### src/design/nocPkg.sv
package nocPkg;

  localparam int NUM_PORTS = 5;
  localparam int PORT_W = 3;

  typedef logic [PORT_W-1:0] portIdxT;

  // rotation order of the arbiter follows these indices
  localparam portIdxT PORT_L = 3'd0;
  localparam portIdxT PORT_N = 3'd1;
  localparam portIdxT PORT_E = 3'd2;
  localparam portIdxT PORT_W_IDX = 3'd3;
  localparam portIdxT PORT_S = 3'd4;

  localparam int QUEUE_DEPTH = 4; // also the starting credit of each upstream sender
  localparam int QPTR_W = $clog2(QUEUE_DEPTH);
  localparam int QCNT_W = $clog2(QUEUE_DEPTH + 1);

  localparam int DOWN_CREDITS = 3;
  localparam int CREDIT_W = $clog2(DOWN_CREDITS + 1);

  typedef logic [NUM_PORTS-1:0] portVecT;

  // bit 0 is idle, bit i+1 means port i holds the output
  typedef logic [NUM_PORTS:0] arbStateT;
  localparam arbStateT ARB_IDLE = 6'b000001;

  typedef enum logic [2:0]
  {
    FLIT_HEAD = 3'b001,
    FLIT_BODY = 3'b010
  } flitKindT;

  typedef struct packed
  {
    logic [11:0] pktLength; // flits in the packet, head included
    logic [3:0] route;
  } headFieldsT;

  typedef union packed
  {
    headFieldsT head;
    logic [15:0] body;
  } flitPayloadT;

  typedef struct packed
  {
    flitKindT kind;
    flitPayloadT payload;
  } flitT;

endpackage

### src/design/flitQueue.sv
`timescale 1ns/1ns

module flitQueue
  import nocPkg::*;
(
  input  logic clk,
  input  logic rst,
  input  flitT wrFlit,
  input  logic wrValid,
  input  logic pop,
  output flitT headFlit,
  output logic notEmpty,
  output logic creditReturn
);

  flitT mem [QUEUE_DEPTH];
  logic [QPTR_W-1:0] rdPtr;
  logic [QPTR_W-1:0] wrPtr;
  logic [QCNT_W-1:0] count;
  logic full;
  logic doWrite;
  logic doPop;

  assign full = (count == QCNT_W'(QUEUE_DEPTH));
  assign notEmpty = (count != '0);
  assign doWrite = wrValid && !full; // the sender's credit keeps this from ever blocking
  assign doPop = pop && notEmpty;

  assign headFlit = mem[rdPtr]; // oldest flit is always on view

  always_ff @(posedge clk)
  begin
    if (doWrite)
    begin
      mem[wrPtr] <= wrFlit;
    end
  end

  always_ff @(posedge clk)
  begin
    if (rst)
    begin
      rdPtr <= '0;
      wrPtr <= '0;
      count <= '0;
      creditReturn <= 1'b0;
    end
    else
    begin
      if (doWrite)
      begin
        wrPtr <= (wrPtr == QPTR_W'(QUEUE_DEPTH - 1)) ? '0 : wrPtr + 1'b1;
      end
      if (doPop)
      begin
        rdPtr <= (rdPtr == QPTR_W'(QUEUE_DEPTH - 1)) ? '0 : rdPtr + 1'b1;
      end
      case ({doWrite, doPop})
        2'b10: count <= count + 1'b1;
        2'b01: count <= count - 1'b1;
        default: count <= count;
      endcase
      creditReturn <= doPop; // one credit back upstream per freed slot
    end
  end

endmodule

### src/design/portArbiter.sv
`timescale 1ns/1ns

module portArbiter
  import nocPkg::*;
(
  input  logic    clk,
  input  logic    rst,
  input  portVecT notEmpty,
  input  flitT    headFlit [NUM_PORTS],
  input  logic    sent,
  output portVecT grant
);

  arbStateT state;
  arbStateT nextState;
  portIdxT lastPort;
  portIdxT pickIdx;
  logic anyReq;
  logic lastFlit;
  logic [11:0] holdCount;
  headFieldsT pickHead;

  // first requester after the last holder, wrapping around the five ports
  function automatic portIdxT pickNext(portVecT req, portIdxT last);
    portIdxT pick;
    logic found;
    int idx;
    pick = last;
    found = 1'b0;
    for (int k = 1; k <= NUM_PORTS; k++)
    begin
      idx = (int'(last) + k) % NUM_PORTS;
      if (!found && req[idx])
      begin
        pick = portIdxT'(idx);
        found = 1'b1;
      end
    end
    return pick;
  endfunction

  assign anyReq = |notEmpty;
  assign pickIdx = pickNext(notEmpty, lastPort);
  assign pickHead = headFlit[pickIdx].payload.head; // only ever a head flit while idle
  assign lastFlit = sent && (holdCount <= 12'd1);

  assign grant = state[NUM_PORTS:1];

  always_comb
  begin
    nextState = state;
    if (state == ARB_IDLE)
    begin
      if (anyReq)
      begin
        nextState = arbStateT'(2) << pickIdx;
      end
    end
    else if (!$onehot(state))
    begin
      nextState = ARB_IDLE; // recover from a corrupted state word
    end
    else if (lastFlit)
    begin
      nextState = ARB_IDLE; // the output is free for one cycle between packets
    end
  end

  always_ff @(posedge clk)
  begin
    if (rst)
    begin
      state <= ARB_IDLE;
      holdCount <= '0;
      lastPort <= PORT_S; // so that L wins first after reset
    end
    else
    begin
      state <= nextState;
      if (state == ARB_IDLE)
      begin
        if (anyReq)
        begin
          holdCount <= pickHead.pktLength;
          lastPort <= pickIdx;
        end
      end
      else if (sent && (holdCount > 12'd1))
      begin
        holdCount <= holdCount - 12'd1;
      end
    end
  end

endmodule

### src/design/outputStage.sv
`timescale 1ns/1ns

module outputStage
  import nocPkg::*;
(
  input  logic    clk,
  input  logic    rst,
  input  portVecT grant,
  input  portVecT notEmpty,
  input  flitT    headFlit [NUM_PORTS],
  input  logic    creditIn,
  output portVecT popVec,
  output logic    sent,
  output flitT    outFlit,
  output logic    outValid
);

  logic [CREDIT_W-1:0] creditCount;
  flitT selFlit;
  logic selReady;
  logic canSend;

  always_comb
  begin
    selFlit = headFlit[0];
    selReady = 1'b0;
    for (int i = 0; i < NUM_PORTS; i++)
    begin
      if (grant[i])
      begin
        selFlit = headFlit[i];
        selReady = notEmpty[i];
      end
    end
  end

  // a flit moves only with a granted, non-empty queue and a free downstream slot
  assign canSend = selReady && (creditCount != '0);
  assign popVec = canSend ? grant : '0;
  assign sent = canSend;

  always_ff @(posedge clk)
  begin
    if (rst)
    begin
      creditCount <= CREDIT_W'(DOWN_CREDITS);
    end
    else
    begin
      case ({canSend, creditIn})
        2'b10: creditCount <= creditCount - CREDIT_W'(1);
        2'b01: creditCount <= creditCount + CREDIT_W'(1);
        default: creditCount <= creditCount; // both or neither leave it unchanged
      endcase
    end
  end

  always_ff @(posedge clk)
  begin
    if (rst)
    begin
      outValid <= 1'b0;
    end
    else
    begin
      outValid <= canSend;
    end
  end

  always_ff @(posedge clk)
  begin
    if (canSend)
    begin
      outFlit <= selFlit;
    end
  end

endmodule

### src/design/routerOutPort.sv
`timescale 1ns/1ns

module routerOutPort
  import nocPkg::*;
(
  input  logic    clk,
  input  logic    rst,
  input  flitT    inFlit [NUM_PORTS],
  input  portVecT inValid,
  output portVecT creditReturn,
  output flitT    outFlit,
  output logic    outValid,
  input  logic    creditIn
);

  flitT headFlit [NUM_PORTS];
  portVecT notEmpty;
  portVecT popVec;
  portVecT grant;
  logic sent;

  // one input queue per port, in the order L, N, E, W, S
  for (genvar p = 0; p < NUM_PORTS; p++)
  begin : gQueue
    flitQueue queue0
    (
      .clk          (clk),
      .rst          (rst),
      .wrFlit       (inFlit[p]),
      .wrValid      (inValid[p]),
      .pop          (popVec[p]),
      .headFlit     (headFlit[p]),
      .notEmpty     (notEmpty[p]),
      .creditReturn (creditReturn[p])
    );
  end

  portArbiter arb0
  (
    .clk      (clk),
    .rst      (rst),
    .notEmpty (notEmpty),
    .headFlit (headFlit),
    .sent     (sent),
    .grant    (grant)
  );

  outputStage out0
  (
    .clk      (clk),
    .rst      (rst),
    .grant    (grant),
    .notEmpty (notEmpty),
    .headFlit (headFlit),
    .creditIn (creditIn),
    .popVec   (popVec),
    .sent     (sent),
    .outFlit  (outFlit),
    .outValid (outValid)
  );

endmodule

### config.mk
export PLATFORM = sky130hd
export DESIGN_NAME = routerOutPort
export DESIGN_NICKNAME = d
export VERILOG_FILES = /design/src/design/nocPkg.sv /design/src/design/flitQueue.sv /design/src/design/portArbiter.sv /design/src/design/outputStage.sv /design/src/design/routerOutPort.sv
export SDC_FILE = /design/constraint.sdc
export NUM_CORES = 1
export LEC_CHECK = 0
export BUFFER_PORTS_ARGS = -buffer_cell sky130_fd_sc_hd__buf_4
export CORE_MARGIN = 2
export CORE_UTILIZATION = 50
export CTS_BUF_LIST = sky130_fd_sc_hd__clkbuf_8
export CTS_CLUSTER_DIAMETER = 60
export DETAILED_ROUTE_END_ITERATION = 12
export PLACE_DENSITY = 0.68
export SKIP_LAST_GASP = 1
export SYNTH_ARGS = -nofsm -noshare
export SYNTH_HDL_FRONTEND = slang
export SYNTH_SLANG_ARGS = --single-unit
### constraint.sdc
create_clock -name clk -period 11.59 [get_ports clk]
set_input_delay 0.5795 -clock clk [delete_from_list [all_inputs] [get_ports clk]]
set_output_delay 0.5795 -clock clk [all_outputs]
set_load 0.05 [all_outputs]
==> flow_summary.yaml <==
status:
  outcome: "complete, no violations"
synth:
  yosys.area_share.simple: 0.08290
  synth_area_leader_cell: "edfxtp_1"
  synth_top_family_by_area: "multiplexers"
  synth_top_area_share: 0.5575
  syn_area_per_cell_sq_um: 14.56
  syn_nets: 1652
  synthMuxAreaShare: 0.1222
  ys_ff_latch: 473
  synth_xor_area_frac: 0.008092
  synthArstFlopShare: 0
  synth_ff_type: "edfxtp_1"
  synth_area_leaders: "edfxtp_1 56%, mux4_2 9.9%, dfxtp_1 6.9%, ha_1 3.8%, nand2_1 2.1%"
  synth_fa_ha_area_frac: 0.04494
  synth-compound-area-share: 0.08529
  synthesis.area_sq_um: 21490
  yosys_warnings: 0
  synth_edf_count: 399
  ys_seq_area_frac: 0.6264
  ys_types: 97
  synth_cells: 1476
run:
  cap_violations: 0
timing:
  finClkSkew_ns: 0.02437
  relSlewSlack: 0.2449
  max_freq_mhz: 141.5
  rsz0062_at_grt: "false"
  period_share: 0.6098
  finalHoldViolations: 0
  fin_crit_ns: 7.067
  finalSetupViolations: 0
  drv_slew: 0
  setup_tns_ns: 0
  worst_slew_pin_slew_ns: 1.133
cells_and_area:
  final_util: 0.5757
  final_cell_count_no_fill: 2220
  area_delta_synth_final_pct: 13.11
  drive_gt1_frac: 0.2278
  antenna_cells: 0
  fin_nets: 1798
worst_setup_path:
  worstSetupStartpointType: "flop"
  arrival_ns: 7.59
  crit_fanout: 37
  crit_required_ns: 12.12
  ff2ff_setup_slack_ns: 4.52
  critPathKind: "reg -> reg"
  end_kind: "flop"
floorplan:
  die_area_sq_um: 44660
  core_sq_um: 42230
  start_util: 0.5089
  io-pin-count: 128
  die_height_um: 211.3
  rows: 75
  die_w_um: 211.3
cts:
  cts_buffers: 78
  cts-root-buf: "clkbuf_8"
  clk_latency_ns: 0.62
  cts_tree: "built"
  clock_path_buffers: 3
  path_clk_slew_ns: 0.06
  cts_setup_buffers: 0
  h-tree-depth: 3
  ctsHoldBuffers: 0
  clock_sinks: 473
  cts_resized: 0
power:
  vdd_drop_max_v: 0.0002682
  p_leak_nw: 8.540
  p_per_area_nw_per_um2: 236.3
global_route:
  antenna_found_initial: 1
  grt_max_degree: 62
  grt_overflow_total: 0
  grt_pass1_vias: 12990
  grt_usage: 0.2289
  grt_pass1_wl_um: 76290
placed_design:
  place.gp.congestion: 0.8936
  dp_cells: 2081
  hpwl_um: 34480
  portBuffers: 127
drt:
  route.detailed.drc: 0
  drtPass1Iterations: 7
  wl_per_cell_um: 22.56
  drtAntennaViolNets: 0
  wirelength_um: 50080
  avgViaCountPerCell: 5.884
  first_iter_violations: 1234
  vias: 13060
min_path:
  hp-class: "in -> reg"
==> worst max-delay path, cell delays in order (launching register included) <==
cell	delay [ns]
dfxtp_1	0.32
buf_4	0.26
ha_1	0.35
xnor2_1	0.76
inv_1	0.25
ha_1	0.30
or4b_1	0.61
and4_1	0.27
nor2_2	0.23
ha_1	0.18
nand2b_1	0.12
or3b_1	0.39
o211ai_1	0.23
mux2i_1	0.22
o221a_1	0.27
o21ai_2	0.21
nor2_1	0.13
o21ai_1	0.89
nor3b_2	0.59
nand2_1	0.11
a311oi_1	0.27
==> final timing paths <==
path,end,cells after the start,startpoint
worst max-delay path,arb0.holdCount[0]$_SDFFE_PP0P_,20,arb0.lastPort[0]$_SDFFE_PP0P_
worst min-delay path,gQueue[0].queue0.mem[0][12]$_DFFE_PP_,1,inFlit[88]
worst max register to register,arb0.holdCount[0]$_SDFFE_PP0P_,20,arb0.lastPort[0]$_SDFFE_PP0P_
worst min register to register,arb0.lastPort[0]$_SDFFE_PP0P_,2,arb0.lastPort[0]$_SDFFE_PP0P_
==> where the power goes <==
| group | switching, mW | leakage [nW] | internal [mW] |
|---|---|---|---|
| logic | 1.41 | 3.44 | 0.947 |
| registers | 0.0577 | 4.27 | 1.96 |
| clock network | 0.641 | 0.833 | 0.728 |
==> flip-flops by register name (all words and copies together), names as in the netlist, 5 cells and up, named ones only <==
name / cells
gQueue.queue0.rdPtr: 10
gQueue.queue0.mem: 380
gQueue.queue0.wrPtr: 10
gQueue.queue0.creditReturn: 5
arb0.state: 6
arb0.holdCount: 12
out0.outFlit: 19
gQueue.queue0.count: 15
==> logic make-up after synthesis <==
family,count (synthesis)
DFF,473
and+or+nand+nor,373
AOI/OAI and AO/OA,253
buffers and inverters,147
muxes,138
adders and majority gates,73
xor gates and xnor gates,19
==> metrics by stage <==
stage	hold WS [ns]	setup slack, ns	area, sq um	total power [mW]
after detailed placement	0.4682	4.610	22850	4.374
after global placement	0.4596	4.898	22850	4.329
after CTS	0.1011	4.632	24310	5.753
after global routing	0.1190	4.022	24310	6.076
after floorplan	0.4688	6.058	21490	3.927
final	0.1537	4.523	24310	5.744
==> final cells by class <==
class | instances | area, sq um
flip-flops and latches | 473 | 13460
clock buffers | 83 | 1142
inverters | 70 | 262.8
multi-input cells | 856 | 7381
fillers | 3327 | 17920
well taps | 539 | 674.4
clock inverters | 56 | 312.8
repair buffers | 143 | 1074
==> synth_stat cells, types with 4 or more instances <==
library cell / instances
ha_1: 66
nand3_1: 16
nor2b_1: 5
and2_1: 9
edfxtp_1: 399
nand4_1: 4
xnor2_1: 6
nand2b_1: 6
inv_1: 66
buf_4: 10
fa_1: 7
nor2_1: 109
buf_1: 7
nand2_1: 118
mux2i_1: 25
o211a_1: 5
o21a_1: 8
buf_6: 4
or2_0: 6
or3_1: 18
dfxtp_1: 74
buf_2: 7
and3_1: 24
a311o_1: 5
a22oi_1: 11
o211ai_1: 7
a21oi_1: 64
a211oi_1: 5
a311oi_1: 20
nor4_1: 6
mux4_2: 94
o21ai_0: 43
o21ai_1: 7
xor2_1: 12
a31oi_1: 12
nor3_1: 22
a221oi_1: 7
clkbuf_1: 47
o221ai_1: 5
mux2_2: 14
==> placed cells by master (no fill, tap or decap), types with 7 or more instances in the layout <==
cell type / count
a221oi_1: 7
clkinv_1: 20
o21ai_0: 43
dfxtp_1: 74
buf_4: 143
mux2i_1: 25
clkbuf_8: 83
a22oi_1: 11
and3_1: 24
o211ai_1: 7
clkinv_2: 11
ha_1: 66
and2_1: 9
nand3_1: 16
edfxtp_1: 399
nor2_1: 109
o21a_1: 8
nor3_1: 22
mux2_2: 14
a21oi_1: 64
inv_1: 87
a311oi_1: 20
nand2_1: 118
mux4_2: 94
o21ai_1: 7
xor2_1: 12
a31oi_1: 12
fa_1: 7
or3_1: 18
==> metal layers <==
metal / routed length (um) / vias up / part of all wire / track usage
met5: 15 / - / 0.00030 / 0
met4: 1227 / 2 / 0.025 / 0.07285
met3: 2867 / 89 / 0.057 / 0.04391
met2: 25570 / 421 / 0.51 / 0.3924
met1: 20400 / 6532 / 0.41 / 0.2959
li1: - / 6018 / - / -
Note: power is estimated with default switching activity, not from simulation.
